File: config.mk
export PLATFORM = sky130hd
export DESIGN_NAME = req_dispatch
export DESIGN_NICKNAME = d
export VERILOG_FILES = /design/src/mem_pkg.sv /design/src/req_dispatch.sv
export SDC_FILE = /design/constraint.sdc
export NUM_CORES = 1
export LEC_CHECK = 0
export BUFFER_PORTS_ARGS = -buffer_cell sky130_fd_sc_hd__buf_4
export CORE_MARGIN = 1
export CORE_UTILIZATION = 46
export CTS_BUF_LIST = sky130_fd_sc_hd__clkbuf_2
export DETAILED_ROUTE_END_ITERATION = 8
export PLACE_DENSITY = 0.92
export SYNTH_ARGS = -nofsm -noshare
export SYNTH_HDL_FRONTEND = slang
export SYNTH_SLANG_ARGS = --single-unit
File: constraint.sdc
create_clock -name aclk -period 3.8 [get_ports aclk]
set_clock_uncertainty 0.1 [all_clocks]
set_input_delay 0.57 -clock aclk [delete_from_list [all_inputs] [get_ports aclk]]
set_output_delay 0.57 -clock aclk [all_outputs]
set_load 0.1 [all_outputs]
File: src/mem_pkg.sv
/*
 * Memory subsystem package
 * Sizes, opcode and lane-state encodings, and the command, lane request
 * and response structs shared by the dispatcher, lanes and arbiter
 */
`default_nettype none

package mem_pkg;

    // ======================================================================
    // Sizes
    // ======================================================================
    localparam int LANE_COUNT = 2;
    // Lane index doubles as the AXI ID
    localparam int LANE_IDX_W = 1;
    localparam int ADDR_W     = 32;
    localparam int DATA_W     = 32;
    localparam int STRB_W     = DATA_W / 8;

    // ======================================================================
    // Encodings
    // ======================================================================
    typedef enum logic {
        OP_READ  = 1'b0,
        OP_WRITE = 1'b1
    } mem_op_e;

    typedef enum logic [1:0] {
        LANE_IDLE = 2'd0,
        LANE_PEND = 2'd1,
        LANE_WAIT = 2'd2
    } lane_state_e;

    // ======================================================================
    // Bundles
    // ======================================================================
    typedef struct packed {
        mem_op_e             op;
        logic [ADDR_W-1:0]   addr;
        logic [DATA_W-1:0]   wdata;
        logic [STRB_W-1:0]   wstrb;
    } mem_cmd_t;

    typedef struct packed {
        logic                pend;
        mem_cmd_t            cmd;
    } lane_req_t;

    typedef struct packed {
        logic [LANE_IDX_W-1:0] tag;
        mem_op_e               op;
        logic [DATA_W-1:0]     rdata;
        logic [1:0]            resp;
    } mem_rsp_t;

endpackage

`default_nettype wire

File: src/req_dispatch.sv
/*
 * Command dispatcher
 * Runs the four-phase req/ack handshake and loads each accepted
 * command into the lowest-numbered idle issue lane
 */
`timescale 1ns/1ps
`default_nettype none

module req_dispatch (
    input  wire                                aclk,
    input  wire                                reset,
    input  wire                                cmd_req,
    input  wire  mem_pkg::mem_cmd_t            cmd,
    input  wire  [mem_pkg::LANE_COUNT-1:0]     lane_busy,
    output logic                               cmd_ack,
    output logic [mem_pkg::LANE_COUNT-1:0]     lane_load,
    output mem_pkg::mem_cmd_t                  lane_cmd
);
    import mem_pkg::*;

    typedef enum logic {
        DISP_IDLE = 1'b0,
        DISP_ACK  = 1'b1
    } disp_state_e;

    disp_state_e             state;
    logic [LANE_COUNT-1:0]   free_onehot;
    logic                    any_free;

    // Priority encoder, lane 0 wins
    always_comb begin
        free_onehot = '0;
        any_free    = 1'b0;
        for (int i = 0; i < LANE_COUNT; i++) begin
            if (!lane_busy[i] && !any_free) begin
                free_onehot[i] = 1'b1;
                any_free       = 1'b1;
            end
        end
    end

    // Ack is high for as long as the FSM sits in DISP_ACK
    assign cmd_ack = (state == DISP_ACK);

    always_ff @(posedge aclk) begin
        if (reset) begin
            state     <= DISP_IDLE;
            lane_load <= '0;
        end else begin
            lane_load <= '0;
            case (state)
                DISP_IDLE: begin
                    if (cmd_req && any_free) begin
                        lane_load <= free_onehot;
                        state     <= DISP_ACK;
                    end
                end
                // Wait for the requester to drop req
                DISP_ACK: begin
                    if (!cmd_req) begin
                        state <= DISP_IDLE;
                    end
                end
                default: state <= DISP_IDLE;
            endcase
        end
    end

    // Command copy goes out with the load pulse
    always_ff @(posedge aclk) begin
        if (state == DISP_IDLE && cmd_req && any_free) begin
            lane_cmd <= cmd;
        end
    end

endmodule

`default_nettype wire

==> Word-level counts from Yosys, hierarchy flattened <==
Cells that the tools add are included.
{ "word_totals": {"regBits": 72, "output_inout_bits": 72} }
{ "op_classes": {"bitwise": 2, "muxes": 6, "n_reduce_logical": 6} }
{ "op_table": {"columns": ["cell", "n"], "rows": [
  ["$mux W1", 5],
  ["$logic_and A1 B1 Y1", 4],
  ["$reduce_or A3 Y1", 1],
  ["$not A1 Y1", 2],
  ["$pmux W1 S2", 1],
  ["$logic_not A1 Y1", 1]
]} }

==> Logic depth before layout (Yosys ltp) <==
{ "logic_depth": {"depth_word": 6, "mapped_depth": 2, "depth_no_buf": 2} }

==> Least setup slack after synthesis <==
OpenSTA, ideal clock, no wires.
{ "synth_timing": {"path_kind": "reg2reg", "from": "register state (netlist: cmd_ack)", "to": "register lane_cmd[0] (netlist bit) (enable)", "setup_time_ns": 0.396, "stages_incl_launch_ff": 2, "path_buffers": 0, "setup_slack_ns": 1.527, "arrival_time_ns": 1.777, "period_less_slack_ns": 2.273, "t_required_ns": 3.304, "cell_sequence": "dfxtp_1 -> and3b_2"} }
{ "synth_via": {"elab_chain_cells": 3} }
{ "synth_rtl": {"columns": ["element", "line_no", "text"], "rows": [
  ["start, declared", "req_dispatch.sv:26", "disp_state_e state;"],
  ["start signal, assigned", "req_dispatch.sv:47", "state <= DISP_IDLE;"],
  ["start signal, assigned", "req_dispatch.sv:55", "state <= DISP_ACK;"],
  ["start signal, assigned", "req_dispatch.sv:61", "state <= DISP_IDLE;"],
  ["$not A1 Y1", null, null],
  ["$logic_and A1 B1 Y1 (2 in a row)", "req_dispatch.sv:71", "if (state == DISP_IDLE && cmd_req && any_free) begin"],
  ["end signal, assigned", "req_dispatch.sv:72", "lane_cmd <= cmd;"],
  ["end, declared", "req_dispatch.sv:17", "output mem_pkg::mem_cmd_t lane_cmd"]
]} }
Every way passes these cells.
A chain may end at the register's enable or synchronous reset.

==> Worst setup path in the final report <==
{ "layout_timing": {"from": "register state (netlist: cmd_ack)", "to": "register lane_cmd[4] (netlist bit) (enable)"} }
Same word-level chain as after synthesis.

==> run summary <==
Initial Util: 49.2%
Pleak: 1.48 nW
clk slew on worst S/H paths: 150 ps
H-tree depth: 3
I/O pins: 146
syn nets: 153
WP data required: 3820 ps
main flop type after synthesis: edfxtp_1
# Post-CTS Setup Buffers: 0
ys async rst share: 0%
number of global-route vias before repair: 1392
cts repair resizes: 0
crit-path max FO: 36
fraction of layout cells with a size suffix above 1: 68.0%
Final Hold Viols: 0
post-synth top area cell: edfxtp_1
Post-CTS Hold Buffers: 0
total CTS buffers: 9
GP Congestion: 0.680
DIE HEIGHT: 70.9 um
Slew @ Worst Pin: 772 ps
Routed Antenna Nets: 0
library cells used by synthesis: 9
Max transition margin: 48.5%
Core ar.: 0.00444 mm^2
R2R cell count: 2
Max VDD drop: 0.302 mV
Hold WC Path Type: in2reg
hold path endpoint: lane_load[0]
Post-synth EDFFs: 69
failing checks: DRC
Peak Freq: 519 MHz
reg2reg start: cmd_ack
hold depth: 2
Iter 0 DRT Violations: 102
root buf cell: clkbuf_2
CP arrival: 1950 ps
R2R Setup Slk: 1870 ps
# DRC: 18
Global Route Usage Sum: 18.8%
Seq/Total Area, Yosys: 97.6%
worst r2r dst: lane_cmd[4]
initial antenna violation count: 0
fin crit period: 1930 ps
clk sinks: 72
outcome: finished with violations
Final setup viols: 0
GR Overflow Total: 0
Layout area overhead: 56.9%
leading post-synthesis cells by cell area: edfxtp_1, dfxtp_1, nor3b_2
Max Slew Vio Count: 0
commonest cells in the netlist: edfxtp_1, dfxtp_1
Mapped Cells: 79
yosys warns: 0
mapped cell area: 0.00218 mm^2
filler instances: 257
period utilization: 50.7%
vias: 1338
TritonCTS clock tree: built
drt pass-1 iters: 6
Seq cells post-synth: 72
global-route wire length before repair: 6690 um
Avg Cell Area, Syn: 27.7 um^2
Worst Setup Path Type: reg2reg
dpl hpwl: 3410 um
maximum clock insertion buffer count: 2
Routed WL: 4450 um
DIE AREA: 0.00503 mm^2
Design Power: 1.69 mW
PortBufs: 145
largest net degree at the start of global routing: 37
Max-Cap Viols: 0
PD cells: 493 mW/mm^2
Worst Setup End Kind: register
number of inserted diodes: 0
vias per cell: 4.57
kind of start point of the critical path: register
fin nets: 311
die width: 70.9 um
RSZ-0062 raised after global routing: no
Core Rows: 24
most common cell in the synthesized netlist: edfxtp_1
per-cell routed wire length: 15.2 um
worst hold start: lane_busy[0]
top cell type's share of synthesized area: 94.8%
clk_lat worst skew: 430 ps
setup TNS: 0 ps
[registers in the layout, indices dropped and copies added (netlist names)]
| signal | cells |
|---|---|
| lane_cmd | 69 |
| lane_load | 2 |
| cmd_ack | 1 |
[logic make-up after synthesis]
logic type | synth area share (%)
and+or+nand+nor | 1.78
buffers and inverters | 0.172
DFF | 97.6
AOI/OAI and AO/OA | 0.458
[final cells by class]
type / instances / area, um^2 / share of cell area, %
Tap cell: 52 / 65.1 / 1.90
Multi-Input combinational cell: 6 / 48.8 / 1.42
Sequential cell: 72 / 2130 / 62.2
Timing Repair Buffer: 147 / 1100 / 32.2
Clock buffer: 14 / 70.1 / 2.04
Clock inverter: 1 / 5.00 / 0.146
Inverter: 1 / 3.75 / 0.109
[how the worst max path moves through the flow]
stage / start / endpoint / cells past startpoint
after global placement: lane_busy[1] / lane_cmd[12] / 4
final: cmd_ack / lane_cmd[4] / 2
after detailed placement: lane_busy[1] / lane_cmd[12] / 4
after floorplan: cmd_ack / lane_cmd[0] / 1
after CTS: cmd_ack / lane_cmd[12] / 2
after global routing: cmd_ack / lane_cmd[27] / 2
[power breakdown]
part / switching (mW) / total [mW] / internal (mW)
combinational: 0.341 / 0.440 / 0.0994
clock: 0.222 / 0.318 / 0.0966
sequential: 0.0116 / 0.933 / 0.921
[critical path, stage by stage (launching register included)]
cell     delay [ps]
dfxtp_1         360
and3b_2         760
buf_4           400
[cells in the final DEF (no fill, tap or decap), drive strengths merged]
cell    count
clkinv      1
nand2       1
or3b        1
and3b       1
dfxtp       3
clkbuf     14
nor2        1
o211a       1
edfxtp     69
nor3b       1
buf       147
inv         1
[metrics by stage]
stage | worst slack (ps) | hold slack, ps | utilization [%] | cells | instance area (um^2)
3_5_place_dp | 1460 | 436 | 75.5 | 278 | 3350
2_1_floorplan | 1530 | 540 | - | 79 | 2180
3_3_place_gp | 1500 | 415 | 75.5 | 278 | 3350
6_report | 1870 | 189 | 77.1 | 293 | 3430
5_1_grt | 1710 | 135 | 77.1 | 293 | 3430
4_1_cts | 1840 | 146 | 77.1 | 293 | 3430
[layer usage]
layer | wire [um] | track usage [%] | part of all wire [%]
met5 | 0 | 0 | 0
met4 | 61 | 10.0 | 1.4
met3 | 656 | 10.5 | 15
met2 | 2260 | 29.9 | 51
met1 | 1470 | 20.0 | 33
No activity file was read; power rests on OpenSTA's default activity.
