File: src/mem_pkg.sv
/*
 * Memory subsystem package
 * Sizes, opcode and lane-state encodings, and the command, lane request
 * and response structs shared by the dispatcher, lanes and arbiter
 */
`default_nettype none

package mem_pkg;

    // ======================================================================
    // Sizes
    // ======================================================================
    localparam int LANE_COUNT = 2;
    // Lane index doubles as the AXI ID
    localparam int LANE_IDX_W = 1;
    localparam int ADDR_W     = 32;
    localparam int DATA_W     = 32;
    localparam int STRB_W     = DATA_W / 8;

    // ======================================================================
    // Encodings
    // ======================================================================
    typedef enum logic {
        OP_READ  = 1'b0,
        OP_WRITE = 1'b1
    } mem_op_e;

    typedef enum logic [1:0] {
        LANE_IDLE = 2'd0,
        LANE_PEND = 2'd1,
        LANE_WAIT = 2'd2
    } lane_state_e;

    // ======================================================================
    // Bundles
    // ======================================================================
    typedef struct packed {
        mem_op_e             op;
        logic [ADDR_W-1:0]   addr;
        logic [DATA_W-1:0]   wdata;
        logic [STRB_W-1:0]   wstrb;
    } mem_cmd_t;

    typedef struct packed {
        logic                pend;
        mem_cmd_t            cmd;
    } lane_req_t;

    typedef struct packed {
        logic [LANE_IDX_W-1:0] tag;
        mem_op_e               op;
        logic [DATA_W-1:0]     rdata;
        logic [1:0]            resp;
    } mem_rsp_t;

endpackage

`default_nettype wire

File: src/mem_lane.sv
/*
 * Issue lane
 * Holds one command from load through AXI address acceptance
 * to the return of its response
 */
`timescale 1ns/1ps
`default_nettype none

module mem_lane (
    input  wire                    aclk,
    input  wire                    reset,
    input  wire                    load,
    input  wire  mem_pkg::mem_cmd_t cmd,
    input  wire                    grant,
    input  wire                    done,
    output mem_pkg::lane_req_t     req,
    output logic                   busy
);
    import mem_pkg::*;

    lane_state_e   state;
    lane_state_e   state_nxt;
    mem_cmd_t      cmd_q;

    // ======================================================================
    // Lane FSM
    // ======================================================================

    always_comb begin
        state_nxt = state;
        case (state)
            LANE_IDLE: begin
                if (load) begin
                    state_nxt = LANE_PEND;
                end
            end
            // Waiting for the arbiter to put it on AXI
            LANE_PEND: begin
                if (grant) begin
                    state_nxt = LANE_WAIT;
                end
            end
            // Address accepted, response outstanding
            LANE_WAIT: begin
                if (done) begin
                    state_nxt = LANE_IDLE;
                end
            end
            default: state_nxt = LANE_IDLE;
        endcase
    end

    always_ff @(posedge aclk) begin
        if (reset) begin
            state <= LANE_IDLE;
        end else begin
            state <= state_nxt;
        end
    end

    // ======================================================================
    // Command storage
    // ======================================================================

    // Captured only on load so write data stays put until the lane frees up
    always_ff @(posedge aclk) begin
        if (state == LANE_IDLE && load) begin
            cmd_q <= cmd;
        end
    end

    // ======================================================================
    // Outputs
    // ======================================================================

    // Pend only while un-issued, a granted lane never asks again
    always_comb begin
        req.pend = (state == LANE_PEND);
        req.cmd  = cmd_q;
    end

    assign busy = (state != LANE_IDLE);

endmodule

`default_nettype wire

File: config.mk
export PLATFORM = sky130hd
export DESIGN_NAME = mem_lane
export DESIGN_NICKNAME = d
export VERILOG_FILES = /design/src/mem_pkg.sv /design/src/mem_lane.sv
export SDC_FILE = /design/constraint.sdc
export NUM_CORES = 1
export LEC_CHECK = 0
export CAP_MARGIN = 20
export CORE_UTILIZATION = 55
export DETAILED_ROUTE_END_ITERATION = 7
export DONT_BUFFER_PORTS = 1
export HOLD_SLACK_MARGIN = 0.03
export PLACE_DENSITY = 0.7
export SYNTH_ARGS = -nofsm -noshare
export SYNTH_HDL_FRONTEND = slang
export SYNTH_SLANG_ARGS = --single-unit
File: constraint.sdc
create_clock -name aclk -period 5 [get_ports aclk]
set_input_delay 0.25 -clock aclk [delete_from_list [all_inputs] [get_ports aclk]]
set_output_delay 0.25 -clock aclk [all_outputs]
set_load 0.005 [all_outputs]
== After elaboration in Yosys (flattened, before gate mapping) ==
Cells that the tools add are included.
Cells by class
  $add $sub $neg: 0
  multipliers: 0
  divide/modulo/power cells: 0
  magnitude comparators: 0
  equal/unequal tests: 5
  shift operators: 0
  multiplexer cells: 4
  bitwise logic cells: 0
  reduce and logical (&&, ||, !) cells: 4
Operators by type and width (number)
  2-to-1 mux 2 bit: 3
  inequality test 2 bit (second input constant): 3
  case mux 2 bit (3 select lines): 1
  AND reduction 3 bit: 1
  equality test 2 x 1 -> 1 bit (second input constant): 1
  equality test 2 bit (second input constant): 1
  logical NOT 2 bit: 1
  nonzero test 2 bit: 1
  logical AND 1 bit: 1
Storage, ports and cells
  bits in registers: 71
  latch bits: 0
  memory bits (writable): 0
  ROM bits: 0
  logic and storage cells: 18
  memories kept: 0

== Longest topological paths before layout ==
  depth in word-level cells: 3
  mapped depth: 2

== Worst setup path after synthesis ==
No wires, ideal clock.
  path kind: register to register
  from: register state[1]
  to: register cmd_q (netlist bit req[0]) (enable)
  library setup time: 0.496 ns
  arrival time: 3.453 ns
  setup slack: 1.050 ns
  stages on the path, launching flop included: 3
  clock period less this slack: 3.950 ns
  path through: dfxtp_1 or2_1 nor2_1
Between the ends
  longest elaborated chain between the ends: 2
Ends and longest elaborated chain
  start, declared: line mem_lane.sv:21  | lane_state_e state;
  start signal, assigned: line mem_lane.sv:57  | state <= state_nxt;
  logical NOT 2 bit: line mem_lane.sv:67  | if (state == LANE_IDLE && load) begin
  logical AND 1 bit: line mem_lane.sv:67
  end signal, assigned: line mem_lane.sv:68  | cmd_q <= cmd;
  end, declared: line mem_lane.sv:23  | mem_cmd_t cmd_q;
Every way passes these cells.
A chain may end at the register's enable or synchronous reset.

== Final worst setup path ==
  from: register state[1]
  to: register cmd_q (netlist bit req[4]) (enable)
Same word-level chain as after synthesis.

==> results.md <==
- The run finished with clean final reports.
- The initial detailed-routing violation count is 107.
- The H-tree was split into 3 levels.
- In the final design database the tool counted between 200 and 250 nets.
- After clock tree synthesis, the clock-pin slew on the worst setup and hold paths is around 0.07 ns.
- CTS placed an instance of clkbuf_8 at the clock tree root.
- The count of warnings emitted by yosys is 0.
- The die area is between 4000 and 5000 µm².
- The data required time of the critical path is 4.96 ns.
- Setup repair after global routing left no endpoint under its margin.
- The synthesized instance count is 82.
- The unique cell type count in the Yosys netlist is 12.
- The count of inserted antenna diode cells is 0.
- Once the clock tree was built, the resizer swapped 0 gates to a different size.
- The number of placed I/O pins is 145.
- Routability-driven placement finished with a final weighted congestion of 0.698.
- The worst hold path class is input pin to register.
- In this run the static leakage power is approximately 1.1 nW.
- The final cell count without fillers is around 220.
- The number of global-route vias before repair is between 1000 and 1500.
- The flop and latch count out of synthesis is 71.
- The worst slew margin relative to its limit is around 57%.
- The clock tree from TritonCTS is built.
- The final sum of negative setup slack is 0 ns.
- The count of pins over their slew limit is 0.
- In the global route stage, overall resource usage came out at approximately 23%.
- Detailed routing inserted a total of 1133 vias.
- Summed over its instances, the top area cell type makes up 94.9% of the synthesized netlist area.
- The sum of net half-perimeters after detailed placement is between 2000 and 3000 µm.
- At the worst endpoint, the arrival time is between 2 and 2.5 ns.
- The number of setup buffers added after CTS is 0.
- For this run, the register share of the synthesized area comes to about 97%.
- The width of the die is between 60 and 70 µm.
- Across the run, the number of max-cap violations was 0.
- The first detailed-routing pass ran for 4 iterations.
- After global routing, the most crowded layer is met2.
- The count of nets left with antenna violations once routing finished came out at 0.
- In the finished design, the share of the clock period the worst path needs comes to 42.5%.
- After global routing the overflow that remains totals 0.
- Along the worst path, the maximum fanout reaches between 40 and 50.
- Dividing the detail-routed via count by the number of cells gives approximately 5.2.
- For this run, global-route usage on met3 was measured as a little under an eighth.
- The time the worst path needs with I/O delays and setup is roughly 2.1 ns.
- The number of cells in the design after placement is 130.
- The initial antenna violation count is 0.
- Clock tree synthesis found a total of 71 sinks.
- In this run the tool buffered the top-level ports with 0 buffer cells.
- The global routing met1 resource utilization is 23.4%.
- In this run the cell area measured after placement is around 2300 µm².
- The worst-path cell with the longest stage delay is buf_4.
- The worst setup path is of the register to register kind.
- The number of nets handed over by synthesis was approximately 160.
- For this configuration, the core starts out at a cell density of between 50% and 60%.
- Measured along the y axis, the die boundary spans about 65 µm.
- Traced cell by cell, the critical path runs through or2_1 > nor2_4 > buf_4.
- The total standard cell area after synthesis is between 2000 and 2500 µm².
- The sort of element at the start of the critical path is a register.
- The detailed-route wire length is 4670 µm.
- The fill cell instance count of the final layout is about 200.
- The pin count of the biggest net entering global routing is 47.
- The number of DRC violations after detailed routing is 0.
- The power density relative to cell area is 387 nW/µm².
- By area the synthesized netlist is led by edfxtp_1, dfxtp_1, nand2b_1.
- The setup clock skew after layout is between 0.005 and 0.006 ns.
- The number of clock buffers inserted by TritonCTS is 9.
- The area overhead of the layout relative to synthesis is 43.4%.
- Dividing the detail-routed wire length by the instance count gives about 22 µm.
- Clock latency on the worst-skew pair, taken at its later pin, is between 0.3 and 0.4 ns.
- The standard-cell row count is 22.
- The library cell occupying the most area in the post-synthesis netlist is edfxtp_1.
- For this run, global-route usage on met2 was measured as between 30% and 40%.
- Setup violations remaining at the end of the flow were counted as 0.
- The area of the core is between 3000 and 4000 µm².
- The number of failing hold endpoints at the final stage came to 0.
- The worst setup path is captured at a register.
- The critical path's largest stage delay is roughly 0.60 ns.
- The maximum root-to-sink buffer count is 2.
- For the pin with the worst max-slew slack, the measured transition is between 0.6 and 0.7 ns.
- The global-route wire length before repair is 6390 µm.
- The maximum vdd drop is 0.000321 V.
- The average instance area after synthesis is around 27 µm².
- The final design area excluding fillers is 3130 µm².
- Static timing analysis puts the maximum clock frequency at roughly 470 MHz.
- The share of layout cells above drive strength 1 is 9.52%.
[power breakdown]
group	switching (mW)	total [mW]	internal, mW	leakage [nW]
logic	0.0300	0.0700	0.0401	0.324
clock network	0.190	0.416	0.226	0.0945
registers	0.0225	0.727	0.704	0.677
[cell families (layout without fill, tap and decap cells)]
kind of cell	Yosys count	after routing	synth area share (%)
AO/OA/AOI/OAI	2	2	0.573
buffers and inverters	2	88	0.516
flip-flops	71	71	96.7
AND/OR/NAND/NOR	7	7	2.18
[registers in the layout (all words and copies together) (netlist names)]
signal  count
req        69
state       2
[layer usage]
layer	vias up	wire length (µm)	part of all wire (%)
met1	534	1590	34
met5	-	0	0
met3	18	473	10
met2	95	2460	53
met4	0	151	3.2
li1	486	-	-
[critical path, delay by kind of cell, from the launching register on]
kind                   cells  cell delay, ns
AND/OR/NAND/NOR            2            0.82
flip-flops                 1            0.34
buffers and inverters      1            0.60
[worst paths after layout]
check                                      startpoint                     to  slack (ns)  cells after the start
worst max-delay path            state[1]$_SDFFE_PP0P_       req[4]$_DFFE_PP_        2.87                      3
worst min-delay path                             load  state[0]$_SDFFE_PP0P_        0.09                      2
worst max register to register  state[1]$_SDFFE_PP0P_       req[4]$_DFFE_PP_        2.87                      3
worst min register to register  state[1]$_SDFFE_PP0P_  state[0]$_SDFFE_PP0P_        0.49                      1
[Yosys cell counts, drive strengths merged]
library cell and count:
edfxtp 69, dfxtp 2, nand2b 2, a211oi 1, a21oi 1, and2b 1, buf 1, inv 1
nand3b 1, nor2 1, or2 1, or3b 1
[area by class of cell]
class                   count  area [µm²]  area share, %
clock buffers              11         131           4.19
flip-flops and latches     71        2110           67.4
well taps                  48        60.1           1.92
multi-input cells           9        67.6           2.16
repair buffers             71         708           22.6
clock inverters             5        48.8           1.56
inverters                   1        3.75          0.120
[what timing repair did]
action,4_1_cts,5_1_grt
hold buffers,70,0
hold endpoints to repair,71,0
setup endpoints to repair,0,0
[per-stage QoR]
step | utilization [%] | setup slack [ns] | hold slack (ns) | power [mW]
after floorplan | - | 1.05 | 0.319 | 0.753
after global placement | 60.1 | 2.97 | 0.321 | 0.760
after CTS | 83.7 | 2.88 | 0.0717 | 1.22
after global routing | 83.7 | 2.75 | 0.0767 | 1.26
final | 83.7 | 2.87 | 0.0853 | 1.21
after detailed placement | 60.1 | 2.89 | 0.325 | 0.763
[cells in the final DEF (no fill, tap or decap)]
master | netlist | routed
bufinv_16 | 0 | 1
a211oi_1 | 1 | 1
dfxtp_1 | 2 | 2
or2_1 | 1 | 1
clkinv_1 | 0 | 1
buf_4 | 1 | 1
or3b_1 | 1 | 1
clkbuf_8 | 0 | 9
a21oi_1 | 1 | 1
nand3b_1 | 1 | 1
nor2_4 | 0 | 1
and2b_2 | 1 | 1
inv_1 | 1 | 1
clkbuf_1 | 0 | 2
edfxtp_1 | 69 | 69
dlygate4sd3_1 | 0 | 70
clkinv_2 | 0 | 3
nand2b_1 | 2 | 2
No activity file was read; power rests on OpenSTA's default activity.
